`src/rtl/ctrlPkg.sv`:
```
package ctrlPkg;

	// opcodes
	localparam logic [5:0] OpcRfmt   = 6'h00;
	localparam logic [5:0] OpcBgeLtz = 6'h01;
	localparam logic [5:0] OpcJ      = 6'h02;
	localparam logic [5:0] OpcJal    = 6'h03;
	localparam logic [5:0] OpcBeq    = 6'h04;
	localparam logic [5:0] OpcBne    = 6'h05;
	localparam logic [5:0] OpcAddi   = 6'h08;
	localparam logic [5:0] OpcAddiu  = 6'h09;
	localparam logic [5:0] OpcSlti   = 6'h0a;
	localparam logic [5:0] OpcSltiu  = 6'h0b;
	localparam logic [5:0] OpcAndi   = 6'h0c;
	localparam logic [5:0] OpcOri    = 6'h0d;
	localparam logic [5:0] OpcXori   = 6'h0e;
	localparam logic [5:0] OpcLui    = 6'h0f;
	localparam logic [5:0] OpcCop0   = 6'h10;
	localparam logic [5:0] OpcLb     = 6'h20;
	localparam logic [5:0] OpcLh     = 6'h21;
	localparam logic [5:0] OpcLw     = 6'h23;
	localparam logic [5:0] OpcLbu    = 6'h24;
	localparam logic [5:0] OpcLhu    = 6'h25;
	localparam logic [5:0] OpcSb     = 6'h28;
	localparam logic [5:0] OpcSh     = 6'h29;
	localparam logic [5:0] OpcSw     = 6'h2b;

	// R-format funct field
	localparam logic [5:0] FunSll     = 6'h00;
	localparam logic [5:0] FunSrl     = 6'h02;
	localparam logic [5:0] FunSra     = 6'h03;
	localparam logic [5:0] FunSllv    = 6'h04;
	localparam logic [5:0] FunSrlv    = 6'h06;
	localparam logic [5:0] FunSrav    = 6'h07;
	localparam logic [5:0] FunJr      = 6'h08;
	localparam logic [5:0] FunSyscall = 6'h0c;
	localparam logic [5:0] FunMfhi    = 6'h10;
	localparam logic [5:0] FunMthi    = 6'h11;
	localparam logic [5:0] FunMflo    = 6'h12;
	localparam logic [5:0] FunMtlo    = 6'h13;
	localparam logic [5:0] FunMult    = 6'h18;
	localparam logic [5:0] FunMultu   = 6'h19;
	localparam logic [5:0] FunDiv     = 6'h1a;
	localparam logic [5:0] FunDivu    = 6'h1b;
	localparam logic [5:0] FunAdd     = 6'h20;
	localparam logic [5:0] FunAddu    = 6'h21;
	localparam logic [5:0] FunSub     = 6'h22;
	localparam logic [5:0] FunSubu    = 6'h23;
	localparam logic [5:0] FunAnd     = 6'h24;
	localparam logic [5:0] FunOr      = 6'h25;
	localparam logic [5:0] FunXor     = 6'h26;
	localparam logic [5:0] FunNor     = 6'h27;
	localparam logic [5:0] FunSlt     = 6'h2a;
	localparam logic [5:0] FunSltu    = 6'h2b;
	localparam logic [5:0] FunEret    = 6'h18; // only under COP0 with fmt 10000

	localparam logic [4:0] RtBgez  = 5'h01;
	localparam logic [4:0] FmtMf   = 5'h00;
	localparam logic [4:0] FmtMt   = 5'h04;
	localparam logic [4:0] FmtEret = 5'b10000;

	// cause register codes
	localparam logic [4:0] ExcInt = 5'd0;
	localparam logic [4:0] ExcSys = 5'd8;
	localparam logic [4:0] ExcRi  = 5'd10;
	localparam logic [4:0] ExcOv  = 5'd12;

	typedef enum logic [1:0] {RdRt = 2'd0, RdRd = 2'd1, RdRa = 2'd2} regDst_e;
	typedef enum logic [1:0] {SrcReg = 2'd0, SrcSignImm = 2'd1, SrcZeroImm = 2'd2,
		SrcZero = 2'd3} aluSrc_e;
	typedef enum logic [1:0] {AluAdd = 2'd0, AluSub = 2'd1, AluFunct = 2'd2,
		AluImm = 2'd3} aluOp_e;
	typedef enum logic [2:0] {WbAlu = 3'd0, WbPc4 = 3'd2, WbLui = 3'd3, WbCop0 = 3'd5,
		WbMem = 3'd6} memToReg_e;
	typedef enum logic [2:0] {PcNext = 3'd0, PcBeq = 3'd1, PcJump = 3'd2, PcJr = 3'd3,
		PcExc = 3'd4, PcBne = 3'd5} pcSrc_e;
	typedef enum logic [2:0] {ClsNone, ClsAluOvf, ClsSyscall, ClsReserved, ClsPriv} excClass_e;

	typedef struct packed {
		regDst_e   regDst;
		aluSrc_e   aluSrc;
		aluOp_e    aluOp;
		memToReg_e memToReg;
		pcSrc_e    pcSrc;
		logic      regWrite;
		logic      memRead;
		logic      memWrite;
	} ctrlWord_t;

	// what the decoder asks of COP0 before privilege gating
	typedef struct packed {
		logic wantWrite;
		logic wantEret;
		logic branchDelay;
	} cop0Req_t;

	typedef struct packed {
		logic       regWrite;
		logic       eret;
		logic       excOccurred;
		logic       branchDelay;
		logic [4:0] excCode;
	} cop0Ctrl_t;

	typedef struct packed {
		logic [5:0] opcode;
		logic [4:0] rs;
		logic [4:0] rt;
		logic [4:0] rd;
		logic [4:0] shamt;
		logic [5:0] funct;
	} rView_t;

	typedef struct packed {
		logic [5:0] opcode;
		logic [4:0] fmt; // rs slot on coprocessor ops
		logic [4:0] rt;
		logic [4:0] rd;
		logic [4:0] shamt;
		logic [5:0] funct;
	} cView_t;

	typedef union packed {
		rView_t r;
		cView_t c;
	} instrWord_u;

endpackage
```
`src/rtl/ctrlUnit.sv`:
```
`timescale 1ns/1ps

module ctrlUnit import ctrlPkg::*; #(
	parameter int NumInts = 8
) (
	input  logic               iCLK,
	input  logic               rstN,
	input  instrWord_u         instr,
	input  logic               excLevel,
	input  logic               userMode,
	input  logic               aluOverflow,
	input  logic [NumInts-1:0] pendingInt,
	output ctrlWord_t          ctrl,
	output cop0Ctrl_t          cop0
);

	ctrlWord_t ctrlNext;
	cop0Ctrl_t cop0Next;
	excClass_e excClass;
	cop0Req_t  req;

	mainDecoder i_mainDecoder (
		.instr    (instr),
		.ctrl     (ctrlNext),
		.excClass (excClass),
		.req      (req)
	);

	excUnit #(
		.NumInts (NumInts)
	) i_excUnit (
		.excClass    (excClass),
		.req         (req),
		.excLevel    (excLevel),
		.userMode    (userMode),
		.aluOverflow (aluOverflow),
		.pendingInt  (pendingInt),
		.cop0        (cop0Next)
	);

	// output register with one cycle of latency
	always_ff @(posedge iCLK or negedge rstN)
	begin
		if (!rstN)
		begin
			ctrl <= '0;
			cop0 <= '0;
		end
		else
		begin
			ctrl <= ctrlNext;
			cop0 <= cop0Next;
		end
	end

	aMemExclusive: assert property (@(posedge iCLK) disable iff (!rstN)
		!(ctrl.memRead && ctrl.memWrite));
	aCop0Exclusive: assert property (@(posedge iCLK) disable iff (!rstN)
		!(cop0.regWrite && cop0.eret));
	aEretJumps: assert property (@(posedge iCLK) disable iff (!rstN)
		cop0.eret |-> ctrl.pcSrc == PcExc);

endmodule

```
`src/rtl/excUnit.sv`:
```
`timescale 1ns/1ps

module excUnit import ctrlPkg::*; #(
	parameter int NumInts = 8
) (
	input  excClass_e          excClass,
	input  cop0Req_t           req,
	input  logic               excLevel,
	input  logic               userMode,
	input  logic               aluOverflow,
	input  logic [NumInts-1:0] pendingInt,
	output cop0Ctrl_t          cop0
);

	logic intPending;
	logic kernel;

	assign intPending = |pendingInt;
	assign kernel = ~userMode;

	always_comb
	begin
		cop0.regWrite = 1'b0;
		cop0.eret = 1'b0;
		cop0.excOccurred = 1'b0;
		cop0.branchDelay = req.branchDelay;
		cop0.excCode = ExcInt;

		case (excClass)
			ClsNone:
				cop0.excOccurred = intPending & ~excLevel;
			ClsAluOvf:
			begin
				cop0.excOccurred = (aluOverflow | intPending) & ~excLevel;
				cop0.excCode = aluOverflow ? ExcOv : ExcInt; // overflow wins over irq
			end
			ClsSyscall:
			begin
				cop0.excOccurred = ~excLevel;
				cop0.excCode = ExcSys;
			end
			ClsReserved:
			begin
				cop0.excOccurred = ~excLevel;
				cop0.excCode = ExcRi;
			end
			ClsPriv:
			begin
				// user mode traps here even with excLevel set
				cop0.excOccurred = userMode;
				cop0.excCode = ExcRi;
				cop0.regWrite = req.wantWrite & kernel;
				cop0.eret = req.wantEret & kernel;
			end
			default: ;
		endcase
	end

endmodule

```
`src/rtl/mainDecoder.sv`:
```
`timescale 1ns/1ps

module mainDecoder import ctrlPkg::*; (
	input  instrWord_u instr,
	output ctrlWord_t  ctrl,
	output excClass_e  excClass,
	output cop0Req_t   req
);

	always_comb
	begin
		// all inactive unless a case below sets it
		ctrl = '0;
		excClass = ClsNone;
		req = '0;

		case (instr.r.opcode)
			OpcSw, OpcSh, OpcSb:
			begin
				ctrl.aluSrc = SrcSignImm;
				ctrl.memWrite = 1'b1;
			end

			OpcLb, OpcLh, OpcLw, OpcLbu, OpcLhu:
			begin
				ctrl.aluSrc = SrcSignImm;
				ctrl.memToReg = WbMem;
				ctrl.regWrite = 1'b1;
				ctrl.memRead = 1'b1;
			end

			OpcBeq, OpcBne:
			begin
				ctrl.pcSrc = (instr.r.opcode == OpcBeq) ? PcBeq : PcBne;
				ctrl.aluOp = AluSub; // compare by subtraction
				req.branchDelay = 1'b1;
			end

			OpcRfmt:
			begin
				case (instr.r.funct)
					FunJr:
					begin
						ctrl.pcSrc = PcJr;
						req.branchDelay = 1'b1;
					end
					FunSyscall:
					begin
						ctrl.pcSrc = PcExc;
						excClass = ClsSyscall;
					end
					FunAdd, FunSub, FunSll, FunSrl, FunSra, FunSllv, FunSrlv, FunSrav,
					FunMfhi, FunMthi, FunMflo, FunMtlo, FunMult, FunMultu, FunDiv, FunDivu,
					FunAddu, FunSubu, FunAnd, FunOr, FunXor, FunNor, FunSlt, FunSltu:
					begin
						ctrl.regDst = RdRd;
						ctrl.regWrite = 1'b1;
						ctrl.aluOp = AluFunct;
						if (instr.r.funct == FunAdd || instr.r.funct == FunSub)
							excClass = ClsAluOvf; // signed ops trap
					end
					default: excClass = ClsReserved;
				endcase
			end

			OpcJ:
			begin
				ctrl.regDst = RdRd;
				ctrl.pcSrc = PcJump;
				req.branchDelay = 1'b1;
			end

			OpcJal:
			begin
				ctrl.regDst = RdRa;
				ctrl.memToReg = WbPc4;
				ctrl.regWrite = 1'b1;
				ctrl.pcSrc = PcJump;
				req.branchDelay = 1'b1;
			end

			OpcAddi, OpcAddiu, OpcSlti, OpcSltiu:
			begin
				ctrl.aluSrc = SrcSignImm;
				ctrl.regWrite = 1'b1;
				ctrl.aluOp = AluImm;
				if (instr.r.opcode == OpcAddi)
					excClass = ClsAluOvf;
			end

			OpcAndi, OpcOri, OpcXori:
			begin
				ctrl.aluSrc = SrcZeroImm; // logical immediates zero extend
				ctrl.regWrite = 1'b1;
				ctrl.aluOp = AluImm;
			end

			OpcLui:
			begin
				ctrl.memToReg = WbLui;
				ctrl.regWrite = 1'b1;
			end

			OpcBgeLtz:
			begin
				if (instr.r.rt == RtBgez)
				begin
					ctrl.aluSrc = SrcZero; // rs compared against zero
					ctrl.aluOp = AluImm;
					ctrl.pcSrc = PcBeq;
					req.branchDelay = 1'b1;
				end
				else
					excClass = ClsReserved;
			end

			OpcCop0:
			begin
				case (instr.c.fmt)
					FmtMf:
					begin
						ctrl.memToReg = WbCop0;
						ctrl.regWrite = 1'b1;
						excClass = ClsPriv;
					end
					FmtMt:
					begin
						excClass = ClsPriv;
						req.wantWrite = 1'b1;
					end
					FmtEret:
					begin
						if (instr.c.funct == FunEret)
						begin
							ctrl.pcSrc = PcExc;
							excClass = ClsPriv;
							req.wantEret = 1'b1;
						end
						else
							excClass = ClsReserved;
					end
					default: excClass = ClsReserved;
				endcase
			end

			// COP1, LWC1 and SWC1 land here too
			default: excClass = ClsReserved;
		endcase
	end

endmodule

```
`config.mk`:
```
export PLATFORM = sky130hd
export DESIGN_NAME = ctrlUnit
export DESIGN_NICKNAME = d
export VERILOG_FILES = /design/src/rtl/ctrlPkg.sv /design/src/rtl/ctrlUnit.sv /design/src/rtl/excUnit.sv /design/src/rtl/mainDecoder.sv
export SDC_FILE = /design/constraint.sdc
export NUM_CORES = 1
export LEC_CHECK = 0
export ABC_AREA = 1
export CORE_UTILIZATION = 51
export CTS_CLUSTER_DIAMETER = 150
export CTS_CLUSTER_SIZE = 24
export DETAILED_ROUTE_END_ITERATION = 16
export DONT_BUFFER_PORTS = 1
export GPL_ROUTABILITY_DRIVEN = 1
export GPL_TIMING_DRIVEN = 1
export HOLD_SLACK_MARGIN = 0.06
export PLACE_DENSITY = 0.65
export SLEW_MARGIN = 40
export SYNTH_ARGS = -nofsm -noshare
export SYNTH_HDL_FRONTEND = slang
export SYNTH_SLANG_ARGS = --single-unit
export TNS_END_PERCENT = 20
```
`constraint.sdc`:
```
create_clock -name iCLK -period 1 [get_ports iCLK]
set_input_delay 0.05 -clock iCLK [delete_from_list [all_inputs] [get_ports iCLK]]
set_output_delay 0.05 -clock iCLK [all_outputs]
set_load 0.02 [all_outputs]
```
==> summary.md, run 1 <==
| Metric | Value |
|---|---|
| Initial antenna violation count | 0 |
| Starting Density | 55.77% |
| Synthesized area | 0.001281 mm^2 |
| Clock root cell | clkbuf_4 |
| Period Utilization, post-route | 95.89% |
| CP cell instances | inv_1, dlygate4sd3_1, or3_4, nand2_4, nor2_1, nand3_1 |
| Synth Area per Inst | 7.321 um^2 |
| Clock sink count | 22 |
| 1st-iter DRT viols | 22 |
| Antenna-violating nets left | 0 |
| Post-Synth Adder-Cell Area | 0% |
| RSZ-0062 raised after global routing | no |
| Peak VDD IR | 0.0007400 V |
| Synth area leader | dfrtp_1 |
| CTS tree | built |
| Top_reg_cell synth | dfrtp_1 |
| Clock Pin Slew Worst Setup and Hold Paths | 0.10 ns |
| Startpoint types | input pin |
| Share of cells above drive strength 1 | 21.15% |
| Final GP Congestion | 0.8364 |
| Max-cap violations | 0 |
| Critical Path Slowest Stage Cell | dlygate4sd3_1 |
| Area of the multi-input gates | 613.1 um^2 |
| Post-detail-place hpwl | 2290 um |
| I/O pin total | 69 |
| Xor and xnor area share after synthesis | 0% |
| Multiplexer share of the synthesized area | 0% |
| Layout Nets | 255 |
| Full die area | 0.002716 mm^2 |
| Max-slew violations | 0 |
| Hold Path Class | in -> reg |
| Critical path type | in -> reg |
| F_max | 1043 MHz |
| Crit path largest cell delay | 0.57 ns |
| Sequential cell area | 550.5 um^2 |
| List of most frequent post-synthesis cells | 47 x nand2_1, 32 x inv_1, 23 x nor2_1, 22 x dfrtp_1, 13 x nand3_1 |
| Fin. Hold Viols | 0 |
| Synth Warn # | 0 |
| Placed instance count | 218 |
| CP bufs+invs | 2 |
| LEAKAGE | 0.9235 nW |
| Fraction of the mapped netlist area in simple logic gates | 42.97% |
| Vias per Instance | 5.148 |
| CTS max path bufs | 2 |
| Delay-heaviest family, CP | buffers and inverters |
| Post-synth ARST share | 100.0% |
| Post-synth EDFFs | 0 |
| Post-route insts no fill | 236 |
| Synth top area share | 42.97% |
| Power per Cell Area | 1008 mW/mm^2 |
| Post-synthesis sequential area ratio | 42.97% |
| Total number of vias | 1215 |
| First-pass GRT wire length | 4519 um |
| Largest net degree at the start of global routing | 23 |
| # port buffers | 0 |
| Largest family of logic cells by synthesized area | simple AND/OR/NAND/NOR gates |
| Ant diodes | 0 |
| Grt ovf | 0 |
| Gate Count Post-Synth | 175 |
| Hold path start | instr[22] |
| Chip width | 52.12 um |
| Depth of the CTS H-tree | 1 |
| # setup viols final | 0 |
| WHS Path Cells | 3 |
| Routed WL | 2852 um |
| Core area | 0.002297 mm^2 |
| Count leader, synth | nand2_1 |
| DP Worst Slack | -0.06998 ns |
| Crit. End Element | flop |
| # DRC | 0 |
| Number of global-route vias before repair | 1122 |
| Area Overhead vs Synth | 25.68% |
| FF+latch count, synth | 22 |
| Fill count | 179 |
| Num rows | 17 |
| WHS Endpoint | cop0[8] |
| Req. time, crit path | 1.23 ns |
| Wirelength per Cell | 12.08 um |
| Fin crit period | 0.9589 ns |
| Total GRT Usage | 23.08% |
| Compound-Gate Fraction of Synth Area | 2.930% |
| Synth top area cells | dfrtp_1 43%, nand2_1 14%, inv_1 9.4% |
| Final WS setup | 0.04108 ns |
| Die Ht | 52.12 um |
| Status | completed |
| CTS Buf Count | 3 |
| Detailed Routing Iterations Pass 1 | 4 |
| Critical Path Fanout Max | 5 |
| CP arrival | 1.19 ns |
| Netlist cell types | 23 |
## metal layers
metal / share of wire [%] / vias to the layer above / GRT usage [%] / wire [um]
met5: 0 / - / 0 / 0
met4: 2.5 / 0 / 13.06 / 72
met1: 43 / 535 / 26.94 / 1230
li1: - / 611 / - / -
met3: 6.2 / 6 / 2.924 / 176
met2: 48 / 63 / 40.17 / 1373
## placed cells by master (no fill, tap or decap)
cell type,synthesis,routed
o221ai_1,1,1
buf_4,2,17
dlymetal6s4s_1,0,1
nor3_2,1,1
or3_4,0,1
clkbuf_4,0,3
o2111ai_1,1,1
a21oi_1,2,2
o21ai_0,2,2
nand3_1,13,13
dfrtp_1,22,22
buf_2,0,1
nor2_1,23,23
nor4b_2,1,1
inv_2,1,1
nand2_2,1,3
nand4_1,6,6
nand2_4,0,1
dlygate4sd3_1,0,12
nor3_1,2,2
nor2_2,7,7
nand3_2,4,4
nor2_4,3,3
nand2_1,47,44
conb_1,1,2
inv_1,32,32
nand3b_1,1,1
nand4_2,1,1
## report_power, final
part / internal, mW / switching, mW
Combinational: 0.118 / 0.154
Sequential: 0.926 / 0.0624
Clock: 0.140 / 0.224
Total: 1.18 / 0.441
## worst max path at each step
stage	slack, ns	end	start	depth (start not counted)
floorplan	0.05	cop0[6]	instr[4]	10
global placement	-0.02	cop0[8]	instr[29]	5
detailed placement	-0.07	cop0[6]	instr[31]	10
CTS	0.007	cop0[6]	instr[29]	9
global route	0.04	cop0[5]	instr[31]	5
finish	0.04	ctrl[2]	instr[28]	6
## timing repair
item / in CTS / in global routing
resized for setup: 0 / 6
buffers inserted: 0 / 1
hold endpoints to repair: 35 / 25
hold buffers: 13 / 1
setup endpoints to repair: 0 / 3
## area by class of cell
| cell class | count | share of cell area (%) |
|---|---|---|
| Multi-Input combinational cell | 119 | 38.07 |
| Sequential cell | 22 | 34.19 |
| Timing Repair Buffer | 31 | 16.47 |
| Inverter | 33 | 7.692 |
| Tap cell | 28 | 2.176 |
| Clock buffer | 3 | 1.399 |
## state kept, by name (all words and copies together), names as in the netlist
name  flops
cop0      7
ctrl     15
## tightest hold or removal path: cells and delay by family
kind	cells	cell delay, ns
buffers and inverters	1	0.03
AND/OR/NAND/NOR	2	0.21
## cells by family (layout without fill, tap and decap cells)
family / after synthesis / after routing
and+or+nand+nor: 111 / 111
AOI/OAI and AO/OA: 6 / 6
other: 1 / 2
buffers and inverters: 35 / 67
DFF: 22 / 22
## metrics by stage
step                      hold WS (ns)  utilization (%)  setup TNS, ns  area, um^2  total power, mW
final                          0.03275            70.10              0        1610            1.624
after global routing           0.02862            70.10              0        1610            1.713
after CTS                      0.01558            68.68              0        1578            1.622
after detailed placement       -0.2452            62.04        -0.1391        1425            1.218
after global placement         -0.2452            62.04       -0.04021        1425            1.209
after floorplan                -0.2456                -              0        1285            1.164
Note: power is estimated with default switching activity, not from simulation.
==> run 2: changes to the inputs <==
PLACE_DENSITY = 0.69   (was 0.65)
==> run 2 against run 1 <==
Effect of this change: combinational power is essentially flat; flip-flop and latch count is the same; die area is the same; count of clock-buffer cells in the layout grew 1; sequential power is essentially flat; total power grew 6.6%; critical path type unchanged.
==> summary.md, run 2 (synthesis gave the netlist of run 1 again) <==
| Metric | Value |
|---|---|
| Clock root cell | clkbuf_4 |
| Top Registers | ctrl x15, cop0 x7 |
| Most common cell after layout, fill and taps aside | nand2_1 |
| Most frequent cells in the layout | 46 x nand2_1, 32 x inv_1, 23 x nor2_1 |
| Clock Pin Slew Worst Setup and Hold Paths | 0.12 ns |
| CP arrival | 1.15 ns |
| Number of global-route vias before repair | 1122 |
| Full die area | 0.002716 mm^2 |
| Crit. End Element | flop |
| Fin crit period | 0.9377 ns |
| NetSw | 0.4633 mW |
| Starting Density | 55.77% |
| Antenna-violating nets left | 0 |
| Chip width | 52.12 um |
| Net Sw Frac | 26.75% |
| Clk network pwr share | 27.1% |
| Detailed Routing Iterations Pass 1 | 4 |
| Period Utilization, post-route | 93.77% |
| LEAKAGE | 0.9397 nW |
| First-pass GRT wire length | 4629 um |
| Peak VDD IR | 0.0008930 V |
| Max-cap violations | 0 |
| Total number of vias | 1211 |
| RSZ-0062 raised after global routing | no |
| Setup Fix Bufs, Post-CTS | 0 |
| Tot Pwr | 1.732 mW |
| Top reg by flops | ctrl |
| Final hold slack | 0.06215 ns |
| CTS tree | built |
| Max-slew violations | 0 |
| WHS Path Cells | 3 |
| 1st-iter DRT viols | 28 |
| Max reg flops | 15 |
| Hold Path Class | in -> reg |
| Post-detail-place hpwl | 2219 um |
| Wirelength per Cell | 12.20 um |
| # setup viols final | 0 |
| Area Overhead vs Synth | 29.10% |
| Share of cells above drive strength 1 | 20.19% |
| Req. time, crit path | 1.22 ns |
| Setup tns final | 0 ns |
| Die Ht | 52.12 um |
| Internal | 1.268 mW |
| # DRC | 0 |
| Total GRT Usage | 23.41% |
| Core area | 0.002297 mm^2 |
| Num rows | 17 |
| Critical Path Fanout Max | 6 |
| Layout Nets | 259 |
| Combinational share of power | 15.9% |
| Critical path type | in -> reg |
| Register share of total power | 57.0% |
| # port buffers | 0 |
| CTS Buf Count | 3 |
| Fin. Hold Viols | 0 |
| Startpoint types | input pin |
| Depth of the CTS H-tree | 1 |
| Cell area after layout | 0.001654 mm^2 |
| F_max | 1066 MHz |
| Clock sink count | 22 |
| Post-DP Area | 0.001433 mm^2 |
| Ant diodes | 0 |
| Vias per Instance | 5.025 |
| I/O pin total | 69 |
| Power per Cell Area | 1047 mW/mm^2 |
| Routed WL | 2939 um |
| Initial antenna violation count | 0 |
| CTS max path bufs | 2 |
| Largest net degree at the start of global routing | 23 |
| Final core occ | 72.00% |
| Status | completed |
| Final GP Congestion | 0.9098 |
| Grt ovf | 0 |
-- run 2: cell types whose count changed in the layout (fill, tap and decap cells not counted) --
cell and delta:
nand2_2 -1, nand2_1 +2, dlygate4sd3_1 +4, clkbuf_8 +1, nand2_4 -1
-- run 2: cell type report --
class	count	area, um^2
Sequential cell	22	550.5
Timing Repair Buffer	35	305.3
Inverter	33	123.9
Clock buffer	4	36.28
Tap cell	28	35.03
Fill cell	177	643.1
Multi-Input combinational cell	119	603.1
-- run 2: through the flow --
stage	instances	setup slack [ns]
final	241	0.06226
after global routing	241	0.03048
after CTS	240	0.01754
after detailed placement	219	-0.05598
after global placement	219	-0.04567
after floorplan	176	0.05042
-- run 2: power by group through the flow --
stage	combinational, mW	clock [mW]	sequential, mW
2_1_floorplan	0.162	0	1.00
3_3_place_gp	0.206	0	1.00
3_5_place_dp	0.213	0	1.01
4_1_cts	0.269	0.479	0.987
5_1_grt	0.309	0.528	0.992
6_report	0.275	0.470	0.987
-- run 2: metal layers --
layer	GRT usage, %	part of all wire [%]	up-vias
met3	3.216	4.7	4
met2	39.10	51	52
met1	29.51	43	543
met4	10.81	1.4	0
li1	-	-	612
met5	0	0	-
-- run 2: worst paths after layout --
| path | startpoint | end | slack (ns) |
|---|---|---|---|
| max | instr[31] | ctrl[13] | 0.06 |
| min | instr[28] | cop0[5] | 0.06 |
| max in group asynchronous | rstN | ctrl[11] | 0.47 |
| min in group asynchronous | rstN | ctrl[4] | 0.22 |
-- run 2: worst max-delay path, cell delays in order --
cell           delay (ns)
nor2_4               0.16
nand2_2              0.08
buf_4                0.14
dlygate4sd3_1        0.54
o21ai_0              0.18
-- run 2: what timing repair did --
action | 4_1_cts | 5_1_grt
hold buffers | 17 | 1
hold endpoints to repair | 37 | 24
endpoints found under the setup margin | 0 | 2
resized for setup | 0 | 3
